--- src/rooth_pkg.sv ---
/* Shared widths, flow codes, result-control codes, load/store sizes
   and opcodes of the RV32 memory-access stage */
`default_nettype none

package rooth_pkg;

    // ----------------------------------------------------------
    // Widths
    // ----------------------------------------------------------
    localparam int CPU_WIDTH      = 32;
    localparam int REG_ADDR_WIDTH = 5;
    localparam int FLOW_WIDTH     = 2;
    localparam int WIDTH_RESCTRL  = 2;
    // Word index comes from address bits 9 to 2
    localparam int RAM_WORDS      = 256;

    // ----------------------------------------------------------
    // Pipeline flow codes
    // ----------------------------------------------------------
    localparam logic [FLOW_WIDTH-1:0] FLOW_WORK    = 2'd0;
    localparam logic [FLOW_WIDTH-1:0] FLOW_STOP    = 2'd1;
    localparam logic [FLOW_WIDTH-1:0] FLOW_REFRESH = 2'd2;

    // Result control
    localparam logic [WIDTH_RESCTRL-1:0] RESCTRL_REG  = 2'd0;
    localparam logic [WIDTH_RESCTRL-1:0] RESCTRL_MEM  = 2'd1;
    // Bubble marker
    localparam logic [WIDTH_RESCTRL-1:0] RESCTRL_NONE = 2'd3;

    // ----------------------------------------------------------
    // Opcodes and load/store sizes
    // ----------------------------------------------------------
    localparam logic [6:0] INST_TYPE_IL = 7'b0000011;
    localparam logic [6:0] INST_TYPE_S  = 7'b0100011;

    localparam logic [2:0] FUNCT3_B  = 3'b000;
    localparam logic [2:0] FUNCT3_H  = 3'b001;
    localparam logic [2:0] FUNCT3_W  = 3'b010;
    localparam logic [2:0] FUNCT3_BU = 3'b100;
    localparam logic [2:0] FUNCT3_HU = 3'b101;

    // Top address nibble of the instruction-memory region
    localparam logic [3:0] INSTMEM_REGION = 4'h0;

endpackage

`default_nettype wire

--- src/fc_lsu.sv ---
/* Load/store unit acting as APB master for byte, halfword and word accesses
   with lane alignment, extension and register write-back */
`timescale 1ns/100ps
`default_nettype none

module fc_lsu (
    input  wire                                   clk,
    input  wire                                   rst_n,
    input  wire  [rooth_pkg::CPU_WIDTH-1:0]       inst_i,
    input  wire  [rooth_pkg::WIDTH_RESCTRL-1:0]   alu_res_op_i,
    input  wire  [rooth_pkg::CPU_WIDTH-1:0]       alu_res_i,
    input  wire  [rooth_pkg::CPU_WIDTH-1:0]       rs2_data_i,
    input  wire                                   reg_wr_en_i,
    input  wire  [rooth_pkg::REG_ADDR_WIDTH-1:0]  reg_wr_adder_i,
    input  wire  [rooth_pkg::FLOW_WIDTH-1:0]      flow_as_i,
    input  wire                                   pready_i,
    input  wire  [rooth_pkg::CPU_WIDTH-1:0]       prdata_i,

    output logic                                  psel_o,
    output logic                                  penable_o,
    output logic                                  pwrite_o,
    output logic [rooth_pkg::CPU_WIDTH-1:0]       paddr_o,
    output logic [rooth_pkg::CPU_WIDTH-1:0]       pwdata_o,
    output logic [3:0]                            pstrb_o,
    output logic                                  access_done_o,
    output logic                                  wb_en_o,
    output logic [rooth_pkg::REG_ADDR_WIDTH-1:0]  wb_addr_o,
    output logic [rooth_pkg::CPU_WIDTH-1:0]       wb_data_o
);

    logic [rooth_pkg::FLOW_WIDTH-1:0] flow_q;
    logic                             is_store;
    logic                             is_load;
    logic                             new_op;
    logic                             start;
    logic                             access_q;
    logic [2:0]                       funct3;
    logic [1:0]                       byte_off;
    logic [3:0]                       strb_base;
    logic [rooth_pkg::CPU_WIDTH-1:0]  rd_shift;
    logic [rooth_pkg::CPU_WIDTH-1:0]  load_data;

    assign funct3   = inst_i[14:12];
    assign byte_off = alu_res_i[1:0];
    assign is_store = (alu_res_op_i == rooth_pkg::RESCTRL_MEM);
    assign is_load  = (alu_res_op_i == rooth_pkg::RESCTRL_REG)
                   && (inst_i[6:0] == rooth_pkg::INST_TYPE_IL);

    // ----------------------------------------------------------
    // APB sequencing through idle, setup (start) and access (access_q)
    // ----------------------------------------------------------
    // Register reloaded at the last edge when the flow was work
    always_ff @(posedge clk or negedge rst_n) begin
        if (!rst_n) begin
            flow_q <= rooth_pkg::FLOW_WORK;
        end else begin
            flow_q <= flow_as_i;
        end
    end

    assign new_op = (flow_q == rooth_pkg::FLOW_WORK);
    assign start  = (is_store || is_load) && new_op && !access_q;

    always_ff @(posedge clk or negedge rst_n) begin
        if (!rst_n) begin
            access_q <= 1'b0;
        end else if (start) begin
            access_q <= 1'b1;
        end else if (pready_i) begin
            access_q <= 1'b0;
        end
    end

    assign psel_o        = start || access_q;
    assign penable_o     = access_q;
    assign access_done_o = access_q && pready_i;
    assign pwrite_o      = is_store;
    assign paddr_o       = alu_res_i;

    // ----------------------------------------------------------
    // Store lanes and strobes
    // ----------------------------------------------------------
    always_comb begin
        case (funct3)
            rooth_pkg::FUNCT3_B: strb_base = 4'b0001;
            rooth_pkg::FUNCT3_H: strb_base = 4'b0011;
            default:             strb_base = 4'b1111;
        endcase
    end

    assign pwdata_o = rs2_data_i << {byte_off, 3'b000};
    // Reads carry no strobes
    assign pstrb_o  = is_store ? (strb_base << byte_off) : 4'b0000;

    // ----------------------------------------------------------
    // Load alignment and extension
    // ----------------------------------------------------------
    assign rd_shift = prdata_i >> {byte_off, 3'b000};

    always_comb begin
        case (funct3)
            rooth_pkg::FUNCT3_B:  load_data = {{24{rd_shift[7]}}, rd_shift[7:0]};
            rooth_pkg::FUNCT3_H:  load_data = {{16{rd_shift[15]}}, rd_shift[15:0]};
            rooth_pkg::FUNCT3_BU: load_data = {24'b0, rd_shift[7:0]};
            rooth_pkg::FUNCT3_HU: load_data = {16'b0, rd_shift[15:0]};
            rooth_pkg::FUNCT3_W:  load_data = rd_shift;
            default:              load_data = rd_shift;
        endcase
    end

    // Loads write back in the completing cycle and plain results right away
    assign wb_en_o   = reg_wr_en_i
                    && (is_load ? access_done_o : (alu_res_op_i == rooth_pkg::RESCTRL_REG));
    assign wb_addr_o = reg_wr_adder_i;
    assign wb_data_o = is_load ? load_data : alu_res_i;

    // The RAM answers only inside an access phase
    a_pready_in_access: assert property (
        @(posedge clk) disable iff (!rst_n) pready_i |-> (psel_o && penable_o)
    );

    a_paddr_stable: assert property (
        @(posedge clk) disable iff (!rst_n) (psel_o && !pready_i) |=> $stable(paddr_o)
    );

    // Decode upstream marks only store opcodes as memory writes
    a_store_opcode: assert property (
        @(posedge clk) disable iff (!rst_n)
        is_store |-> (inst_i[6:0] == rooth_pkg::INST_TYPE_S)
    );

endmodule

`default_nettype wire

--- config.mk ---
export PLATFORM = sky130hd
export DESIGN_NAME = fc_lsu
export DESIGN_NICKNAME = d
export VERILOG_FILES = /design/src/rooth_pkg.sv /design/src/fc_lsu.sv
export SDC_FILE = /design/constraint.sdc
export NUM_CORES = 1
export LEC_CHECK = 0
export BUFFER_PORTS_ARGS = -buffer_cell sky130_fd_sc_hd__buf_2
export CORE_AREA = 2 2 96 98
export DETAILED_ROUTE_END_ITERATION = 8
export DIE_AREA = 0 0 98 100
export GPL_TIMING_DRIVEN = 1
export SLEW_MARGIN = 40
export SYNTH_ARGS = -nofsm -noshare
export SYNTH_HDL_FRONTEND = slang
export SYNTH_SLANG_ARGS = --single-unit
--- constraint.sdc ---
create_clock -name clk -period 4.9 [get_ports clk]
set_input_delay 0.98 -clock clk [delete_from_list [all_inputs] [get_ports clk]]
set_output_delay 0.98 -clock clk [all_outputs]
set_load 0.02 [all_outputs]
==> summary.md, run 1 <==
| Metric | Value |
|---|---|
| Synth Area in Compound Gates | 0.285 |
| Worst-path cell chain | buf_2 -> nor3_1 -> and3_1 -> nand3_1 -> o22a_1 -> buf_2 |
| Root buffer cell | clkbuf_8 |
| N_diodes | 0 |
| DR vias | 2,714 |
| Setup-failing EPs final | 0 |
| Share of cells above drive strength 1 | 0.560 |
| Hold crit path type | primary input to asynchronous set/reset pin |
| Worst Setup EP | wb_data_o[14] |
| Mux contribution to synthesized area | 0.214 |
| Reg2reg end | penable_o$_DFFE_PN0P_ |
| Largest family of logic cells by synthesized area | compound AO/OA/AOI/OAI gates |
| Max stage delay on crit path | 0.57 ns |
| TritonRoute pass-1 iters | 4 |
| Fmax | 262 MHz |
| Startpoint Class | primary input |
| Fin. max-slew vios | 0 |
| Worst Setup End Kind | output pin |
| Chip height | 100 um |
| CTS tree | done |
| CP required | 3.92 ns |
| Grt met3 use | 0.0160 |
| Seq/Total Area, Yosys | 0.0366 |
| Slew HR | 0.481 |
| Row Count | 35 |
| Vias in the first global route | 2,406 |
| Adder-cell area share of the yosys netlist | 0 |
| RSZ-0062 raised after global routing | no |
| Initial Util | 0.231 |
| Commonest non-fill, non-tap cell in the layout | buf_2 |
| Post-synthesis cell count | 301 |
| Htree depth | 1 |
| Most frequent cells in the layout | buf_2 (218), nor2_1 (29), a21oi_1 (29), nand2_1 (28), mux2i_1 (25) |
| Arrival @ worst endpoint | 2.84 ns |
| Worst path slowest cell | and3_1 |
| FF/Latch Area | 75.1 um^2 |
| XOR/XNOR share of the synthesized area | 0 |
| DRC | 0 |
| Setup Skew | 0.000583 ns |
| Multi-input logic area | 1530 um^2 |
| Cts hold-fix bufs | 0 |
| Final Hold Vio Count | 0 |
| Initial antenna violation count | 0 |
| Synth cell types | 38 |
| Setup CP Type | primary input to output pin |
| MaxCap Viol Count | 0 |
| Status | completed |
| Setup bufs post-CTS | 0 |
| #FFs+latches synth | 3 |
| Post-Syn Area | 2050 um^2 |
| Core Region | 8890 um^2 |
| Synth Area per Inst | 6.81 um^2 |
| Post-layout min period | 3.82 ns |
| WL final | 7960 um |
| GP Congestion | 0.855 |
| Largest net degree at the start of global routing | 55 |
| TritonCTS Sinks | 3 |
| Iter 0 DRT Violations | 79 |
| Clock-pin slew on the worst setup and hold paths | 0.03 ns |
| Mapped Nets | 442 |
| Post-route ant nets | 0 |
| Global-route wire length before repair | 11,800 um |
| Synth top area share | 0.150 |
| Crit path from | inst_i[5] |
| Met1 Track Usage GR | 0.186 |
| Synth Area in Simple Gates | 0.247 |
| Worst R2R Start | flow_q[1]$_DFF_PN0_ |
| Reg2reg setup slack | 4.03 ns |
| Met2 global-route usage | 0.264 |
| GRT overflow | 0 |
| Die width | 98 um |
| Fill cells | 995 |
| Max FO, Critical Path | 12 |
| HPWL after DPL | 6600 um |
| Worst-skew pair later-pin latency | 0.22 ns |
| All-layer global routing usage | 0.146 |
| Placement Cell Area | 2890 um^2 |
| IO Count | 251 |
| Worst slew pin tran | 0.779 ns |
| CTS Buf Count | 3 |
| Die area | 9800 um^2 |
| WL/cell | 13.8 um |
| Clock Path Buffers | 2 |
| Peak VDD IR | 0.000119 V |
| Final period utilization | 0.779 |
| Port Buffer Count | 218 |
| Syn. warnings | 0 |
| NumNets Final | 606 |
| Cts repair resizes | 0 |
| CP dominant cell by count | buf_2 |
| Post-route cell area | 2940 um^2 |
| Vias/cell | 4.72 |
| GRT busiest layer | met2 |
| PwrDens | 131 nW/um^2 |
| Area leader, netlist | buf_4 |
| Synth area leaders | buf_4 (15%), mux2i_1 (12%), mux2_2 (7.7%), a21oi_1 (7.1%), a211oi_1 (6.2%) |
| TNS Setup | 0 ns |
| Total power | 0.000385 W |
| Leakage power total | 1.57 nW |
| FF-to-FF path depth | 2 |
| Synth-to-Final Area Change | 43.4% |
## critical path, delay by kind of cell
kind                   cells  cell delay (ns)
AND/OR/NAND/NOR            3             1.30
AO/OA/AOI/OAI              1             0.29
buffers and inverters      2             0.26
## kinds of logic (layout without fill, tap and decap cells)
kind of cell    after synthesis  in the layout
simple gates                102            102
compound gates               88             88
buf+inv                      67            230
mux                          41             41
flops                         3              3
## Yosys cell counts, drive strengths merged
master,instances
nor4,1
and2,9
o22a,7
o31ai,1
o311a,1
inv,3
o21ai,12
a211oi,17
or2,7
buf,57
and3,1
and2b,6
nor3,3
nand4,1
and4bb,1
nand4b,1
nor2b,10
nand2b,3
a31oi,9
a21o,1
mux2,16
dfrtp,3
a22oi,1
nand3,2
clkbuf,7
o211a,1
a21oi,37
o2bb2ai,1
nor2,29
mux2i,25
nand2,28
## worst min path at each step
stage                                        to  slack [ns]  depth (start not counted)
final                       flow_q[1]$_DFF_PN0_        0.55                          1
after global routing      penable_o$_DFFE_PN0P_        0.55                          1
after CTS                   flow_q[1]$_DFF_PN0_        0.55                          1
after detailed placement  penable_o$_DFFE_PN0P_        0.56                          1
after global placement    penable_o$_DFFE_PN0P_        0.55                          1
after floorplan           penable_o$_DFFE_PN0P_        0.64                          2
## per-layer routing
layer | wire [um] | vias up
met5 | 0 | -
met4 | 108 | 0
met3 | 541 | 11
met2 | 3880 | 127
met1 | 3420 | 1219
li1 | - | 1357
## report_power, final
| part | internal, W | total, W | switching, W |
|---|---|---|---|
| sequential | 0.0000263 | 0.0000269 | 0.000000671 |
| combinational | 0.000117 | 0.000285 | 0.000169 |
| clock | 0.0000556 | 0.0000731 | 0.0000175 |
## registers in the layout, indices dropped and copies added (netlist names)
name	flops
flow_q	2
penable_o	1
## area by class of cell
cell class                      count  area share
Multi-Input combinational cell    231       0.520
Timing Repair Buffer              223       0.388
Tap cell                          111      0.0473
Sequential cell                     3      0.0255
Clock buffer                        4      0.0153
Inverter                            3     0.00383
## metrics by stage
step	std cells	hold slack, ns	setup slack, ns	util
3_5_place_dp	571	0.558	1.06	0.326
4_1_cts	575	0.550	1.07	0.331
5_1_grt	575	0.549	0.901	0.331
3_3_place_gp	571	0.555	1.12	0.326
2_1_floorplan	301	0.635	1.64	-
6_report	575	0.550	1.08	0.331
No activity file was read; power rests on OpenSTA's default activity.
==> run 2: changes to the inputs <==
clock period = 3.55 ns   (was 4.9 ns; I/O delays follow)
==> run 2 against run 1 <==
Compared with the run above: register-to-register slack lost 1.3 ns; cell count rose by 0.52%; combinational power rose by 39%; sequential share of layout area about the same; worst setup slack lost 0.56 ns; clock-buffer cell count stayed put; die area stayed put; largest power group unchanged.
==> summary.md, run 2 (synthesized netlist as in run 1, its figures left out) <==
| Metric | Value |
|---|---|
| N_diodes | 0 (unchanged) |
| Peak VDD IR | 0.000253 V (was 0.000119 V) |
| Chip height | 100 um (unchanged) |
| Final Hold Vio Count | 0 (unchanged) |
| DRC | 0 (unchanged) |
| Fin. max-slew vios | 0 (unchanged) |
| IO Count | 251 (unchanged) |
| Synth-to-Final Area Change | 44.5% (was 43.4%) |
| Share of cells above drive strength 1 | 0.563 (was 0.560) |
| Htree depth | 1 (unchanged) |
| MaxCap Viol Count | 0 (unchanged) |
| Hold crit path type | primary input to asynchronous set/reset pin (unchanged) |
| Worst-path cell chain | buf_2 -> and2b_1 -> nor2b_1 -> nand2_1 -> a31oi_2 -> buf_2 (was buf_2 -> nor3_1 -> and3_1 -> nand3_1 -> o22a_1 -> buf_2) |
| PwrDens | 179 nW/um^2 (was 131 nW/um^2) |
| Initial antenna violation count | 0 (unchanged) |
| Setup Skew | 0.000576 ns (was 0.000583 ns) |
| CP required | 2.84 ns (was 3.92 ns) |
| CP top delay family | simple AND/OR/NAND/NOR gates (unchanged) |
| Port Buffer Count | 218 (unchanged) |
| Grt met3 use | 0.0139 (was 0.0160) |
| Reg with most FFs | flow_q (unchanged) |
| Post-route ant nets | 0 (unchanged) |
| Largest net degree at the start of global routing | 41 (was 55) |
| Fmax | 331 MHz |
| HPWL after DPL | 6570 um (was 6600 um) |
| CTS Buf Count | 3 (unchanged) |
| Met2 global-route usage | 0.254 (was 0.264) |
| GRT overflow | 0 (unchanged) |
| Setup CP Type | primary input to output pin (unchanged) |
| Initial Util | 0.231 (unchanged) |
| Placement Setup Slack | 0.482 ns (was 1.06 ns) |
| GRT busiest layer | met2 (unchanged) |
| WL final | 7880 um (was 7960 um) |
| CTS tree | done (unchanged) |
| TritonCTS Sinks | 3 (unchanged) |
| Global-route wire length before repair | 11,700 um (was 11,800 um) |
| Setup-failing EPs final | 0 (unchanged) |
| WL/cell | 13.6 um (was 13.8 um) |
| Slew HR | 0.560 (was 0.481) |
| DR vias | 2,693 (was 2,714) |
| CP dominant cell by count | buf_2 (unchanged) |
| Die area | 9800 um^2 (unchanged) |
| Startpoint Class | primary input (unchanged) |
| Die width | 98 um (unchanged) |
| RSZ-0062 raised after global routing | no (unchanged) |
| NumNets Final | 609 (was 606) |
| Root buffer cell | clkbuf_8 (unchanged) |
| Total power | 0.000531 W (was 0.000385 W) |
| Worst Setup End Kind | output pin (unchanged) |
| Vias/cell | 4.66 (was 4.72) |
| Iter 0 DRT Violations | 96 (was 79) |
| Clock-pin slew on the worst setup and hold paths | 0.03 ns (about the same) |
| TritonRoute pass-1 iters | 4 (unchanged) |
| Final period utilization | 0.851 |
| Max reg flops | 2 (unchanged) |
| Post-layout min period | 3.02 ns |
| Worst slew pin tran | 0.658 ns (was 0.779 ns) |
| Vias in the first global route | 2,418 (was 2,406) |
| Cts hold-fix bufs | 0 (unchanged) |
| Arrival @ worst endpoint | 2.31 ns (was 2.84 ns) |
| All-layer global routing usage | 0.143 (was 0.146) |
| Worst-skew pair later-pin latency | 0.21 ns (was 0.22 ns) |
| Final setup margin | 0.528 ns (was 1.08 ns) |
| Setup bufs post-CTS | 0 (unchanged) |
| Commonest non-fill, non-tap cell in the layout | buf_2 (unchanged) |
| Clock Path Buffers | 2 (unchanged) |
| Status | completed (unchanged) |
| Max FO, Critical Path | 9 (was 12) |
| Met1 Track Usage GR | 0.188 (was 0.186) |
| Cts repair resizes | 0 (unchanged) |
| Leakage power total | 1.58 nW (was 1.57 nW) |
| WHS | 0.284 ns (was 0.550 ns) |
| Core Region | 8890 um^2 (unchanged) |
| TNS Setup | 0 ns (unchanged) |
| Max stage delay on crit path | 0.52 ns (was 0.57 ns) |
| GP Congestion | 0.879 (was 0.855) |
| Row Count | 35 (unchanged) |
| Worst path slowest cell | nor2b_1 (was and3_1) |
| Most frequent cells in the layout | buf_2 (218), nor2_1 (29), a21oi_1 (29), nand2_1 (28), mux2i_1 (25) (unchanged) |
| WP buf/inv | 2 (unchanged) |
## run 2: per-layer routing
metal | share of wire | vias up
li1 | - | 1364
met1 | 0.43 | 1196
met2 | 0.48 | 122
met3 | 0.076 | 11
met4 | 0.013 | 0
met5 | 0 | -
## run 2: through the flow
stage | std cells | util | area, um^2
after detailed placement | 574 | 0.328 | 2920
after CTS | 578 | 0.333 | 2960
after floorplan | 301 | - | 2050
after global placement | 574 | 0.328 | 2920
final | 578 | 0.333 | 2960
after global routing | 578 | 0.333 | 2960
## run 2: final cells by class
class	count	area (um^2)
fill	992	5930
multi-input combinational	231	1530
inverter	3	11.3
tap	111	139
timing repair buffer	226	1160
clock buffer	4	45.0
sequential	3	75.1
## run 2: final timing paths
| check | startpoint | to | slack, ns | cells after the start |
|---|---|---|---|---|
| worst min register to register | penable_o$_DFFE_PN0P_ | penable_o$_DFFE_PN0P_ | 0.56 | 1 |
| worst max-delay path | alu_res_i[1] | wb_data_o[29] | 0.53 | 6 |
| max in group asynchronous | rst_n | flow_q[1]$_DFF_PN0_ | 3.16 | 1 |
| worst max register to register | flow_q[1]$_DFF_PN0_ | penable_o$_DFFE_PN0P_ | 2.69 | 2 |
| worst min-delay path | rst_n | penable_o$_DFFE_PN0P_ | 0.28 | 1 |
| min in group clk | penable_o$_DFFE_PN0P_ | penable_o$_DFFE_PN0P_ | 0.56 | 1 |
## run 2: power by group
part	internal (W)	leakage [nW]	total, W	switching [W]
sequential	0.0000363	0.0368	0.0000372	0.000000917
combinational	0.000163	1.52	0.000395	0.000233
clock	0.0000766	0.0228	0.0000988	0.0000223
==> run 3: changes to the inputs <==
PLACE_DENSITY = 0.61   (was default)
==> run 3 against run 2 <==
Compared with the run above: final area decreased by 0.63%; first-iteration DRC count fell by 14%; flip-flop and latch count is the same; fmax fell by 7.4%; critical endpoint is now wb_data_o[27]; largest power group unchanged.
==> summary.md, run 3 (synthesized netlist as in run 1, its figures left out) <==
| Metric | Value |
|---|---|
| CP required | 2.84 ns (about the same) |
| Wire length on met2 | 3960 um (was 3760 um) |
| Global-route wire length before repair | 12,100 um (was 11,700 um) |
| Placed insts | 573 (was 574) |
| Power share of the clock group | 0.185 (was 0.186) |
| WL/cell | 13.8 um (was 13.6 um) |
| Leakage power total | 1.58 nW (about the same) |
| Max stage delay on crit path | 0.70 ns (was 0.52 ns) |
| Final Hold Vio Count | 0 (unchanged) |
| MaxCap Viol Count | 0 (unchanged) |
| Initial antenna violation count | 0 (unchanged) |
| Max FO, Critical Path | 17 (was 9) |
| Worst-skew pair later-pin latency | 0.21 ns (about the same) |
| Port Buffer Count | 218 (unchanged) |
| Die width | 98 um (unchanged) |
| TNS Setup | 0 ns (unchanged) |
| Hold crit path type | primary input to asynchronous set/reset pin (unchanged) |
| CP top delay family | compound AO/OA/AOI/OAI gates (was simple AND/OR/NAND/NOR gates) |
| Cts repair resizes | 0 (unchanged) |
| Worst R2R Start | flow_q[1]$_DFF_PN0_ (unchanged) |
| Setup bufs post-CTS | 0 (unchanged) |
| Setup-failing EPs final | 0 (unchanged) |
| RSZ-0062 raised after global routing | no (unchanged) |
| Detailed-route wire length on metal 1 | 3410 um (was 3420 um) |
| Slew HR | 0.472 (was 0.560) |
| DRC | 0 (unchanged) |
| WHS | 0.284 ns (about the same) |
| Largest net degree at the start of global routing | 52 (was 41) |
| Post-layout min period | 3.26 ns (was 3.02 ns) |
| N_diodes | 0 (unchanged) |
| Die area | 9800 um^2 (unchanged) |
| Final period utilization | 0.920 (was 0.851) |
| Peak VDD IR | 0.000176 V (was 0.000253 V) |
| Top Metal Used | met4 (unchanged) |
| TritonCTS Sinks | 3 (unchanged) |
| HPWL after DPL | 6590 um (was 6570 um) |
| CP dominant cell by count | buf_2 (unchanged) |
| Status | completed (unchanged) |
| Reg with most FFs | flow_q (unchanged) |
| CTS tree | done (unchanged) |
| PwrDens | 180 nW/um^2 (was 179 nW/um^2) |
| Placement Setup Slack | 0.268 ns (was 0.482 ns) |
| Power share of the sequential group | 0.071 (was 0.070) |
| All-layer global routing usage | 0.147 (was 0.143) |
| Worst path slowest cell | o311a_1 (was nor2b_1) |
| Initial Util | 0.231 (unchanged) |
| Commonest non-fill, non-tap cell in the layout | buf_2 (unchanged) |
| Total power | 0.000529 W (was 0.000531 W) |
| WL final | 7970 um (was 7880 um) |
| Most frequent cells in the layout | buf_2 (218), nor2_1 (29), a21oi_1 (29), nand2_1 (28), mux2i_1 (25) (unchanged) |
| Clock-pin slew on the worst setup and hold paths | 0.03 ns (about the same) |
| Switching power of the nets | 0.000255 W (was 0.000256 W) |
| Post-Layout Cell Count | 577 (was 578) |
| Clock Path Buffers | 2 (unchanged) |
| Row Count | 35 (unchanged) |
| Final setup margin | 0.285 ns (was 0.528 ns) |
| Chip height | 100 um (unchanged) |
| Arrival @ worst endpoint | 2.55 ns (was 2.31 ns) |
| Fmax | 306 MHz (was 331 MHz) |
| Met3 Wirelength | 534 um (was 596 um) |
| Worst slew pin tran | 0.792 ns (was 0.658 ns) |
| Fin. max-slew vios | 0 (unchanged) |
| Vias in the first global route | 2,385 (was 2,418) |
| GP Congestion | 0.841 (was 0.879) |
| Htree depth | 1 (unchanged) |
| Switching Share | 0.483 (was 0.482) |
| Max reg flops | 2 (unchanged) |
| Core Region | 8890 um^2 (unchanged) |
| Setup Skew | 0.00187 ns (was 0.000576 ns) |
| NumNets Final | 608 (was 609) |
| CTS Buf Count | 3 (unchanged) |
| P_int | 0.000274 W (was 0.000275 W) |
| GRT overflow | 0 (unchanged) |
| Cts hold-fix bufs | 0 (unchanged) |
| Share of cells above drive strength 1 | 0.564 (was 0.563) |
| Synth-to-Final Area Change | 43.6% (was 44.5%) |
| Setup CP Type | primary input to output pin (unchanged) |
| Vias/cell | 4.76 (was 4.66) |
| Worst Setup End Kind | output pin (unchanged) |
| TritonRoute pass-1 iters | 4 (unchanged) |
| Crit path from | alu_res_i[1] (unchanged) |
| DR vias | 2,744 (was 2,693) |
| WP buf/inv | 2 (unchanged) |
| Startpoint Class | primary input (unchanged) |
| Worst-path cell chain | buf_2 -> mux2_4 -> mux2i_1 -> o311a_1 -> a31oi_1 -> buf_2 (was buf_2 -> and2b_1 -> nor2b_1 -> nand2_1 -> a31oi_2 -> buf_2) |
| Iter 0 DRT Violations | 83 (was 96) |
| Comb power frac | 0.744 (about the same) |
| Post-route ant nets | 0 (unchanged) |
| IO Count | 251 (unchanged) |
| Root buffer cell | clkbuf_8 (unchanged) |
## run 3: stage by stage
stage / area (um^2) / utilization
finish: 2940 / 0.331
global route: 2940 / 0.331
CTS: 2940 / 0.331
detailed placement: 2900 / 0.326
global placement: 2900 / 0.326
floorplan: 2050 / -
## run 3: final cells by class
type | instances | area (um^2)
inverter | 3 | 11.3
clock buffer | 4 | 45.0
timing repair buffer | 225 | 1140
tap | 111 | 139
sequential | 3 | 75.1
fill | 1010 | 5950
multi-input combinational | 231 | 1530
## run 3: power by group through the flow
stage	sequential (W)	combinational, W	clock (W)
finish	0.0000374	0.000394	0.0000980
global route	0.0000375	0.000428	0.000103
CTS	0.0000374	0.000397	0.0000994
detailed placement	0.0000377	0.000395	0
global placement	0.0000377	0.000391	0
floorplan	0.0000382	0.000271	0
## run 3: worst register-to-register path, stage by stage, from the launching register on
cell and delay [ns]:
dfrtp_1 0.35, a211oi_1 0.31, mux2_2 0.21
## run 3: final timing paths
path                                    endpoint  slack [ns]  cells past startpoint
setup / recovery                   wb_data_o[27]        0.29                      6
hold / removal               flow_q[1]$_DFF_PN0_        0.28                      1
setup reg to reg           penable_o$_DFFE_PN0P_        2.61                      2
hold reg to reg            penable_o$_DFFE_PN0P_        0.59                      1
max in group asynchronous    flow_q[0]$_DFF_PN0_        3.16                      1
min in group clk           penable_o$_DFFE_PN0P_        0.59                      1
## run 3: per-layer routing
layer  track usage  vias up
li1              -     1360
met1         0.196     1257
met2         0.264      121
met3        0.0132        6
met4        0.0235        0
met5             0        -
